`src/hw/nand_pkg.sv`:
```
package nand_pkg;

  ////////////////////////////////////////
  // host side
  ////////////////////////////////////////

  typedef logic [15:0] host_cmd_t;

  localparam host_cmd_t HOST_PAGE_READ = 16'h0030;
  localparam host_cmd_t HOST_STATUS    = 16'h7000;
  localparam host_cmd_t HOST_ERASE     = 16'h60D0;
  localparam host_cmd_t HOST_PROGRAM   = 16'h8010;
  localparam host_cmd_t HOST_RESET     = 16'hFF00;
  localparam logic [7:0] HOST_ID_PREFIX = 8'h90;  // low byte is don't care

  typedef enum logic [2:0] {
    OP_NONE,
    OP_RESET,
    OP_STATUS,
    OP_READ_ID,
    OP_ERASE,
    OP_PROGRAM,
    OP_PAGE_READ
  } nand_op_e;

  typedef struct packed {
    nand_op_e op;
    logic     id_long;  // six ID bytes instead of four
  } op_req_t;

  ////////////////////////////////////////
  // flash side
  ////////////////////////////////////////

  localparam logic [7:0] FC_READ1   = 8'h00;
  localparam logic [7:0] FC_READ2   = 8'h30;
  localparam logic [7:0] FC_ERASE1  = 8'h60;
  localparam logic [7:0] FC_ERASE2  = 8'hD0;
  localparam logic [7:0] FC_PROG1   = 8'h80;
  localparam logic [7:0] FC_PROG2   = 8'h10;
  localparam logic [7:0] FC_STATUS  = 8'h70;
  localparam logic [7:0] FC_READ_ID = 8'h90;
  localparam logic [7:0] FC_RESET   = 8'hFF;

  // cycle types understood by the timing controller
  typedef enum logic [2:0] {
    TG_CMD        = 3'd0,
    TG_ADDR       = 3'd1,
    TG_REG_READ   = 3'd2,
    TG_PAGE_READ  = 3'd5,
    TG_PAGE_WRITE = 3'd7
  } toggle_code_e;

  typedef enum logic [1:0] {
    CAD_HOST_DATA = 2'd0,
    CAD_ADDR      = 2'd2,
    CAD_CMD       = 2'd3
  } cad_sel_e;

  typedef enum logic [2:0] {
    AM_COL1 = 3'd0,
    AM_COL2 = 3'd1,
    AM_ROW1 = 3'd2,
    AM_ROW2 = 3'd3,
    AM_ROW3 = 3'd4
  } amux_sel_e;

  typedef struct packed {
    logic         en;
    toggle_code_e code;
    cad_sel_e     cad_sel;
    amux_sel_e    amux_sel;
    logic [7:0]   cmd;
    logic [11:0]  reg_addr;
  } toggle_req_t;

  typedef enum logic {W_TCLR, W_TWB} wait_kind_e;

  localparam logic [11:0] ID_REG_BASE     = 12'h500;  // 500..505
  localparam logic [11:0] STATUS_REG_ADDR = 12'h506;

endpackage

```
`src/hw/nand_op_decode.sv`:
```
`timescale 1ns/1ns

module nand_op_decode import nand_pkg::*; (
  input  logic      clk,
  input  logic      rstn,
  input  logic      start_i,
  input  host_cmd_t command_i,
  input  logic      busy_i,
  output op_req_t   op_req_o,
  output logic      op_valid_o
);

  host_cmd_t cmd_q;
  logic      pend_q;  // a start was taken last cycle
  nand_op_e  dec_op;

  always_ff @(posedge clk) begin
    if (!rstn) begin
      pend_q <= 1'b0;
    end else begin
      pend_q <= start_i && !busy_i;
    end
  end

  always_ff @(posedge clk) begin
    if (start_i && !busy_i) begin
      cmd_q <= command_i;
    end
  end

  always_comb begin
    dec_op = OP_NONE;
    case (cmd_q)
      HOST_RESET:     dec_op = OP_RESET;
      HOST_STATUS:    dec_op = OP_STATUS;
      HOST_ERASE:     dec_op = OP_ERASE;
      HOST_PROGRAM:   dec_op = OP_PROGRAM;
      HOST_PAGE_READ: dec_op = OP_PAGE_READ;
      default: begin
        if (cmd_q[15:8] == HOST_ID_PREFIX) begin
          dec_op = OP_READ_ID;
        end
      end
    endcase
  end

  assign op_req_o.op      = dec_op;
  assign op_req_o.id_long = cmd_q[5];  // 90 with bit 5 set wants 6 bytes

  // unknown words are dropped here
  assign op_valid_o = pend_q && (dec_op != OP_NONE);

endmodule

```
`src/hw/nand_wait_timer.sv`:
```
`timescale 1ns/1ns

module nand_wait_timer import nand_pkg::*; #(
  parameter int T_CLR_CYC = 4,
  parameter int T_WB_CYC  = 12,
  parameter int TIMER_W   = 8
) (
  input  logic       clk,
  input  logic       rstn,
  input  logic       wait_start_i,
  input  wait_kind_e wait_kind_i,
  output logic       wait_done_o
);

  logic               armed_q;
  logic [TIMER_W-1:0] cnt_q;
  logic [TIMER_W-1:0] target_q;

  always_ff @(posedge clk) begin
    if (!rstn) begin
      armed_q <= 1'b0;
    end else if (wait_start_i) begin
      armed_q <= 1'b1;
    end
  end

  // count starts at 1 so done rises exactly N cycles after the pulse
  always_ff @(posedge clk) begin
    if (wait_start_i) begin
      cnt_q    <= TIMER_W'(1);
      target_q <= (wait_kind_i == W_TWB) ? TIMER_W'(T_WB_CYC) : TIMER_W'(T_CLR_CYC);
    end else if (armed_q && (cnt_q != target_q)) begin
      cnt_q <= cnt_q + TIMER_W'(1);
    end
  end

  // a level held until the next start
  assign wait_done_o = armed_q && (cnt_q == target_q);

endmodule

```
`src/hw/nand_op_sequencer.sv`:
```
`timescale 1ns/1ns

module nand_op_sequencer import nand_pkg::*; (
  input  logic        clk,
  input  logic        rstn,
  input  op_req_t     op_req_i,
  input  logic        op_valid_i,
  input  logic        page_width_i,
  input  logic        r_nb_i,
  input  logic        toggle_done_i,
  input  logic        wait_done_i,
  output logic        wait_start_o,
  output wait_kind_e  wait_kind_o,
  output toggle_req_t toggle_o,
  output logic        cmd_en_o,
  output logic        row_addr_en_o,
  output logic        col_addr_en_o,
  output logic        flash_read_o,
  output logic        flash_write_o,
  output logic        op_done_o,
  output logic        busy_o
);

  localparam logic [7:0] ID_ADDR_BYTE = 8'h00;  // single address cycle of read ID

  typedef enum logic [3:0] {
    S_IDLE,
    S_CMD_LATCH,   // byte onto cmd bus
    S_CMD,         // TG_CMD request
    S_ADDR,        // one address cycle per amux_q
    S_ID_LATCH,
    S_ID_ADDR,
    S_WAIT_START,
    S_WAIT_TMR,
    S_WAIT_RDY,
    S_DATA_WRITE,
    S_DATA_READ,
    S_REG_READ,
    S_DONE
  } seq_state_e;

  seq_state_e  state_q, state_d;
  nand_op_e    op_q, op_d;
  logic        id_long_q, id_long_d;
  logic [7:0]  cmd_q, cmd_d;          // command byte of the current phase
  amux_sel_e   amux_q, amux_d;
  logic [11:0] reg_addr_q, reg_addr_d;
  logic [11:0] id_last;

  assign id_last = ID_REG_BASE + (id_long_q ? 12'd5 : 12'd3);

  always_ff @(posedge clk) begin
    if (!rstn) begin
      state_q    <= S_IDLE;
      op_q       <= OP_NONE;
      id_long_q  <= 1'b0;
      cmd_q      <= 8'h00;
      amux_q     <= AM_COL1;
      reg_addr_q <= 12'h000;
    end else begin
      state_q    <= state_d;
      op_q       <= op_d;
      id_long_q  <= id_long_d;
      cmd_q      <= cmd_d;
      amux_q     <= amux_d;
      reg_addr_q <= reg_addr_d;
    end
  end

  ////////////////////////////////////////
  // next state
  ////////////////////////////////////////

  always_comb begin
    state_d    = state_q;
    op_d       = op_q;
    id_long_d  = id_long_q;
    cmd_d      = cmd_q;
    amux_d     = amux_q;
    reg_addr_d = reg_addr_q;
    case (state_q)
      S_IDLE: begin
        if (op_valid_i) begin
          op_d      = op_req_i.op;
          id_long_d = op_req_i.id_long;
          state_d   = S_CMD_LATCH;
          amux_d    = AM_COL1;
          case (op_req_i.op)
            OP_RESET:     cmd_d = FC_RESET;
            OP_STATUS:    cmd_d = FC_STATUS;
            OP_READ_ID:   cmd_d = FC_READ_ID;
            OP_PROGRAM:   cmd_d = FC_PROG1;
            OP_PAGE_READ: cmd_d = FC_READ1;
            OP_ERASE: begin
              cmd_d  = FC_ERASE1;
              amux_d = AM_ROW1;  // erase has row cycles only
            end
            default: state_d = S_IDLE;
          endcase
        end
      end
      S_CMD_LATCH: state_d = S_CMD;
      S_CMD: begin
        if (toggle_done_i) begin
          case (cmd_q)
            FC_READ_ID: state_d = S_ID_LATCH;
            FC_READ1, FC_PROG1, FC_ERASE1: state_d = S_ADDR;
            FC_STATUS: begin
              state_d    = S_WAIT_START;
              reg_addr_d = STATUS_REG_ADDR;
            end
            default: state_d = S_WAIT_START;  // 30, D0, 10, FF
          endcase
        end
      end
      S_ADDR: begin
        if (toggle_done_i) begin
          case (amux_q)
            AM_COL1: amux_d = page_width_i ? AM_COL2 : AM_ROW1;
            AM_COL2: amux_d = AM_ROW1;
            AM_ROW1: amux_d = AM_ROW2;
            AM_ROW2: amux_d = AM_ROW3;
            default: begin
              // last row cycle, pick the next phase
              if (op_q == OP_PROGRAM) begin
                state_d = S_DATA_WRITE;
              end else begin
                state_d = S_CMD_LATCH;
                cmd_d   = (op_q == OP_ERASE) ? FC_ERASE2 : FC_READ2;
              end
            end
          endcase
        end
      end
      S_ID_LATCH: state_d = S_ID_ADDR;
      S_ID_ADDR: begin
        if (toggle_done_i) begin
          state_d    = S_REG_READ;
          reg_addr_d = ID_REG_BASE;
        end
      end
      S_WAIT_START: state_d = S_WAIT_TMR;
      S_WAIT_TMR: begin
        if (wait_done_i) begin
          state_d = (cmd_q == FC_STATUS) ? S_REG_READ : S_WAIT_RDY;
        end
      end
      S_WAIT_RDY: begin
        if (r_nb_i) begin
          case (cmd_q)
            FC_READ2: state_d = S_DATA_READ;
            FC_ERASE2, FC_PROG2: begin
              state_d = S_CMD_LATCH;  // chain into read status
              cmd_d   = FC_STATUS;
            end
            default: state_d = S_DONE;
          endcase
        end
      end
      S_DATA_WRITE: begin
        if (toggle_done_i) begin
          state_d = S_CMD_LATCH;
          cmd_d   = FC_PROG2;
        end
      end
      S_DATA_READ: begin
        if (toggle_done_i) begin
          state_d = S_DONE;
        end
      end
      S_REG_READ: begin
        if (toggle_done_i) begin
          if (cmd_q == FC_STATUS || reg_addr_q == id_last) begin
            state_d = S_DONE;
          end else begin
            reg_addr_d = reg_addr_q + 12'd1;
          end
        end
      end
      S_DONE: state_d = S_IDLE;
      default: state_d = S_IDLE;
    endcase
  end

  ////////////////////////////////////////
  // per-state outputs
  ////////////////////////////////////////

  always_comb begin
    toggle_o          = '0;
    toggle_o.code     = TG_CMD;
    toggle_o.cad_sel  = CAD_CMD;
    toggle_o.amux_sel = amux_q;
    toggle_o.cmd      = cmd_q;
    toggle_o.reg_addr = reg_addr_q;
    cmd_en_o          = 1'b0;
    flash_read_o      = 1'b0;
    flash_write_o     = 1'b0;
    case (state_q)
      S_CMD_LATCH: cmd_en_o = 1'b1;
      S_CMD:       toggle_o.en = 1'b1;
      S_ADDR: begin
        toggle_o.en      = 1'b1;
        toggle_o.code    = TG_ADDR;
        toggle_o.cad_sel = CAD_ADDR;
      end
      S_ID_LATCH: begin
        cmd_en_o     = 1'b1;
        toggle_o.cmd = ID_ADDR_BYTE;
      end
      S_ID_ADDR: begin
        toggle_o.en   = 1'b1;
        toggle_o.code = TG_ADDR;  // 00 goes out on the cmd path
        toggle_o.cmd  = ID_ADDR_BYTE;
      end
      S_DATA_WRITE: begin
        toggle_o.en      = 1'b1;
        toggle_o.code    = TG_PAGE_WRITE;
        toggle_o.cad_sel = CAD_HOST_DATA;
        flash_write_o    = 1'b1;
      end
      S_DATA_READ: begin
        toggle_o.en   = 1'b1;
        toggle_o.code = TG_PAGE_READ;
        flash_read_o  = 1'b1;
      end
      S_REG_READ: begin
        toggle_o.en   = 1'b1;
        toggle_o.code = TG_REG_READ;
      end
      default: ;
    endcase
  end

  // address latches only on the first command of read, program, erase
  assign row_addr_en_o = (state_q == S_CMD_LATCH) &&
                         (cmd_q == FC_READ1 || cmd_q == FC_PROG1 || cmd_q == FC_ERASE1);
  assign col_addr_en_o = (state_q == S_CMD_LATCH) &&
                         (cmd_q == FC_READ1 || cmd_q == FC_PROG1);

  assign wait_start_o = (state_q == S_WAIT_START);
  assign wait_kind_o  = (cmd_q == FC_ERASE2 || cmd_q == FC_PROG2 || cmd_q == FC_RESET) ?
                        W_TWB : W_TCLR;

  assign op_done_o = (state_q == S_DONE);
  assign busy_o    = (state_q != S_IDLE) || op_valid_i;  // up with op_valid

endmodule

```
`src/hw/nand_flash_ctrl.sv`:
```
`timescale 1ns/1ns

module nand_flash_ctrl import nand_pkg::*; #(
  parameter int T_CLR_CYC = 4,
  parameter int T_WB_CYC  = 12,
  parameter int TIMER_W   = 8
) (
  input  logic        clk,
  input  logic        rstn,
  input  logic        start_i,
  input  host_cmd_t   command_i,
  input  logic        page_width_i,
  input  logic        r_nb_i,
  input  logic        toggle_done_i,
  output toggle_req_t toggle_o,
  output logic        cmd_en_o,
  output logic        row_addr_en_o,
  output logic        col_addr_en_o,
  output logic        flash_read_o,
  output logic        flash_write_o,
  output logic        op_done_o,
  output logic        busy_o
);

  op_req_t    op_req;
  logic       op_valid;
  logic       wait_start;
  wait_kind_e wait_kind;
  logic       wait_done;

  nand_op_decode nand_op_decode_inst (
    .clk        (clk),
    .rstn       (rstn),
    .start_i    (start_i),
    .command_i  (command_i),
    .busy_i     (busy_o),  // drops starts while an op runs
    .op_req_o   (op_req),
    .op_valid_o (op_valid)
  );

  nand_wait_timer #(
    .T_CLR_CYC (T_CLR_CYC),
    .T_WB_CYC  (T_WB_CYC),
    .TIMER_W   (TIMER_W)
  ) nand_wait_timer_inst (
    .clk          (clk),
    .rstn         (rstn),
    .wait_start_i (wait_start),
    .wait_kind_i  (wait_kind),
    .wait_done_o  (wait_done)
  );

  nand_op_sequencer nand_op_sequencer_inst (
    .clk           (clk),
    .rstn          (rstn),
    .op_req_i      (op_req),
    .op_valid_i    (op_valid),
    .page_width_i  (page_width_i),
    .r_nb_i        (r_nb_i),
    .toggle_done_i (toggle_done_i),
    .wait_done_i   (wait_done),
    .wait_start_o  (wait_start),
    .wait_kind_o   (wait_kind),
    .toggle_o      (toggle_o),
    .cmd_en_o      (cmd_en_o),
    .row_addr_en_o (row_addr_en_o),
    .col_addr_en_o (col_addr_en_o),
    .flash_read_o  (flash_read_o),
    .flash_write_o (flash_write_o),
    .op_done_o     (op_done_o),
    .busy_o        (busy_o)
  );

endmodule

```
`config.mk`:
```
export PLATFORM = sky130hd
export DESIGN_NAME = nand_flash_ctrl
export DESIGN_NICKNAME = d
export VERILOG_FILES = /design/src/hw/nand_pkg.sv /design/src/hw/nand_op_decode.sv /design/src/hw/nand_wait_timer.sv /design/src/hw/nand_op_sequencer.sv /design/src/hw/nand_flash_ctrl.sv
export SDC_FILE = /design/constraint.sdc
export NUM_CORES = 1
export LEC_CHECK = 0
export BUFFER_PORTS_ARGS = -buffer_cell sky130_fd_sc_hd__buf_2
export CAP_MARGIN = 20
export CORE_UTILIZATION = 56
export DETAILED_ROUTE_END_ITERATION = 10
export PLACE_DENSITY = 0.8
export SKIP_CTS_REPAIR_TIMING = 1
export SYNTH_ARGS = -nofsm -noshare
export SYNTH_HDL_FRONTEND = slang
export SYNTH_SLANG_ARGS = --single-unit
```
`constraint.sdc`:
```
create_clock -name clk -period 2.79 [get_ports clk]
set_clock_uncertainty 0.1 [all_clocks]
set_input_delay 0.279 -clock clk [delete_from_list [all_inputs] [get_ports clk]]
set_output_delay 0.279 -clock clk [all_outputs]
set_load 0.01 [all_outputs]
```
==> flow_metrics.tcl <==
set metrics [dict create \
    ios 58 \
    grt_overflow 0 \
    clk_path_buf_depth 2 \
    utilization_pct 69.88 \
    required_ps 2900 \
    ctsRootBufferMaster "clkbuf_8" \
    p_per_area_nw_per_um2 770.6 \
    num_vias 2971 \
    grt_pass1_vias 2840 \
    grt_max_degree 20 \
    worst_slew_pin_slew_ps 625.9 \
    crit_top_cell "a211oi_4" \
    maxSlewViolCount 0 \
    hp-class "primary input to flip-flop" \
    path_clk_slew_ps 100 \
    drive_above_1_share_pct 21.91 \
    period_needed_ps 2595 \
    dr_wl_met2_um 3678 \
    top_layer "met4" \
    die_y_um 76.69 \
    maxCapViolations 0 \
    ys.flop_type "dfxtp_1" \
    synth_top_area_share_pct 24.35 \
    cts_sinks 55 \
    drtPass1Iterations 6 \
    end_kind "flip-flop" \
    grt_pass1_wl_um 12890 \
    numPortBuffers 57 \
    dp.cells 491 \
    peakVddDrop_v 0.0004632 \
    synth_edf_count 17 \
    clk_latency_ps 320 \
    startpoint_type "flip-flop" \
    gp_congestion 0.9275 \
    synth-seq-cells 55 \
    crit_fanout 8 \
    post-dp-hpwl_um 5587 \
    drc_errors 0 \
    mostFrequentLayoutCells "nor2_1, buf_2, dfxtp_1, nand2_1" \
    period_share_pct 93.02 \
    slowest_delay_ps 440 \
    dieArea_sq_um 5881 \
    netlist_top_cells_area "dfxtp_1, edfxtp_1, nor2_1" \
    routedWlPerCell_um 15.19 \
    fmax_ghz 0.3853 \
    wl_met3_um 455 \
    holdWs_ps 26.98 \
    syn_avg_cell_area_sq_um 8.490 \
    final_common_cell "nor2_1" \
    yosys.area.top_type "dfxtp_1" \
    syn_inst 368 \
    yosysUniqueCellTypes 61 \
    grtUsageTotal_pct 27.21 \
    setup_viol 0 \
    h-tree-depth 2 \
    cts_tree "built" \
    via_per_inst 5.954 \
    rows 26 \
    finalSetupTns_ps 0 \
    critPathArrivalTime_ps 2710 \
    grt_antenna_before_repair 0 \
    start_util_pct 59.65 \
    antenna_cells 0 \
    wl_met1_um 3366 \
    instances_no_fill 499 \
    crit_type "flip-flop to flip-flop" \
    area_growth_pct 17.14 \
    die_w_um 76.69 \
    syn-num-nets 393 \
    yosysSeqAreaShare_pct 40.69 \
    drt-total-wl_um 7580 \
    max_slew_margin_pct 58.02 \
    crit_chain "nor4_2 -> nand3_1 -> a211oi_4 -> o31ai_2 -> a211oi_4 -> o221ai_1 -> o211a_1" \
    yosys_warnings 0 \
    drtIter0Drc 233 \
    final_antenna_net_count 0 \
    rsz0062_at_grt "no" \
    p_leak_uw 0.001478 \
    nets 453 \
    status "finished, final reports clean" \
    async_flop_share_pct 0 \
    finalHoldViolations 0 \
    synthesis.area_sq_um 3124 \
    cp_slowest_cell "edfxtp_1" \
    cts_buffers 5 \
    design.core.area_sq_um 5238 \
]
## area by class of cell
| class | count | area [sq um] |
|---|---|---|
| clock inverter | 3 | 55.05 |
| multi-input combinational | 285 | 1745 |
| fill | 441 | 1578 |
| sequential | 55 | 1271 |
| tap | 70 | 87.58 |
| inverter | 9 | 33.78 |
| clock buffer | 5 | 68.82 |
| timing repair buffer | 72 | 397.9 |
## state kept, by name, indices dropped and copies added, names as in the netlist
register,count
nand_op_sequencer_inst.op_q,3
nand_op_sequencer_inst.amux_q,3
nand_wait_timer_inst.target_q,1
nand_op_sequencer_inst.id_long_q,1
nand_op_decode_inst.cmd_q,16
nand_wait_timer_inst.cnt_q,8
nand_op_sequencer_inst.cmd_q,5
nand_op_sequencer_inst.reg_addr_q,12
nand_op_sequencer_inst.state_q,4
nand_wait_timer_inst.armed_q,1
nand_op_decode_inst.pend_q,1
## per-layer routing
layer  vias to the layer above  track usage [%]
met2                       123            46.96
met3                         9            5.000
met4                         0            9.808
met5                         -                0
li1                       1449                -
met1                      1390            33.71
## through the flow
step / power [uW] / area [sq um] / worst slack [ps]
6_report: 2820 / 3660 / 194.7
3_3_place_gp: 2233 / 3515 / 300.3
5_1_grt: 3003 / 3660 / 23.97
3_5_place_dp: 2258 / 3515 / 189.2
4_1_cts: 2811 / 3638 / 144.2
2_1_floorplan: 1919 / 3124 / 372.6
## power by group
part / total, uW / internal (uW) / leakage [uW] / switching [uW]
Sequential: 1140 / 977 / 0.000466 / 165
Combinational: 1120 / 469 / 0.000951 / 655
Clock: 554 / 276 / 0.0000611 / 278
## path summary, 6_finish.rpt
check,from,to,slack (ps),depth (start not counted)
max,nand_op_decode_inst.cmd_q[13],nand_op_sequencer_inst.state_q[2],190,7
min,command_i[13],nand_op_decode_inst.cmd_q[13],30,1
max reg2reg,nand_op_decode_inst.cmd_q[13],nand_op_sequencer_inst.state_q[2],190,7
min reg2reg,nand_op_sequencer_inst.op_q[2],nand_op_sequencer_inst.op_q[2],400,2
## critical path, delay by kind of cell, from the launching register on
family | cells | cell delay (ps)
AND/OR/NAND/NOR | 2 | 550
AO/OA/AOI/OAI | 5 | 1410
flip-flops | 1 | 440
## cell families after synthesis
logic type,after synthesis,synth area share (%)
muxes,4,1.282
and+or+nand+nor,182,29.88
AOI/OAI and AO/OA,79,18.06
adders and majority gates,3,1.202
buffers and inverters,28,4.125
DFF,55,40.69
xor gates and xnor gates,17,4.766
## Yosys cell counts (all sizes together), types with 4 or more instances
cell type,instances
and3b,4
nand3,13
nor3,13
nor4,5
o211ai,4
xor2,7
xnor2,10
a31oi,5
buf,12
nand2,29
a21oi,19
edfxtp,17
dfxtp,38
o21ai,18
inv,8
and3,6
mux2i,4
nand4,9
a211oi,7
nand2b,10
clkbuf,7
nor2,60
and2,4
nor2b,13
Note: power is estimated with default switching activity, not from simulation.
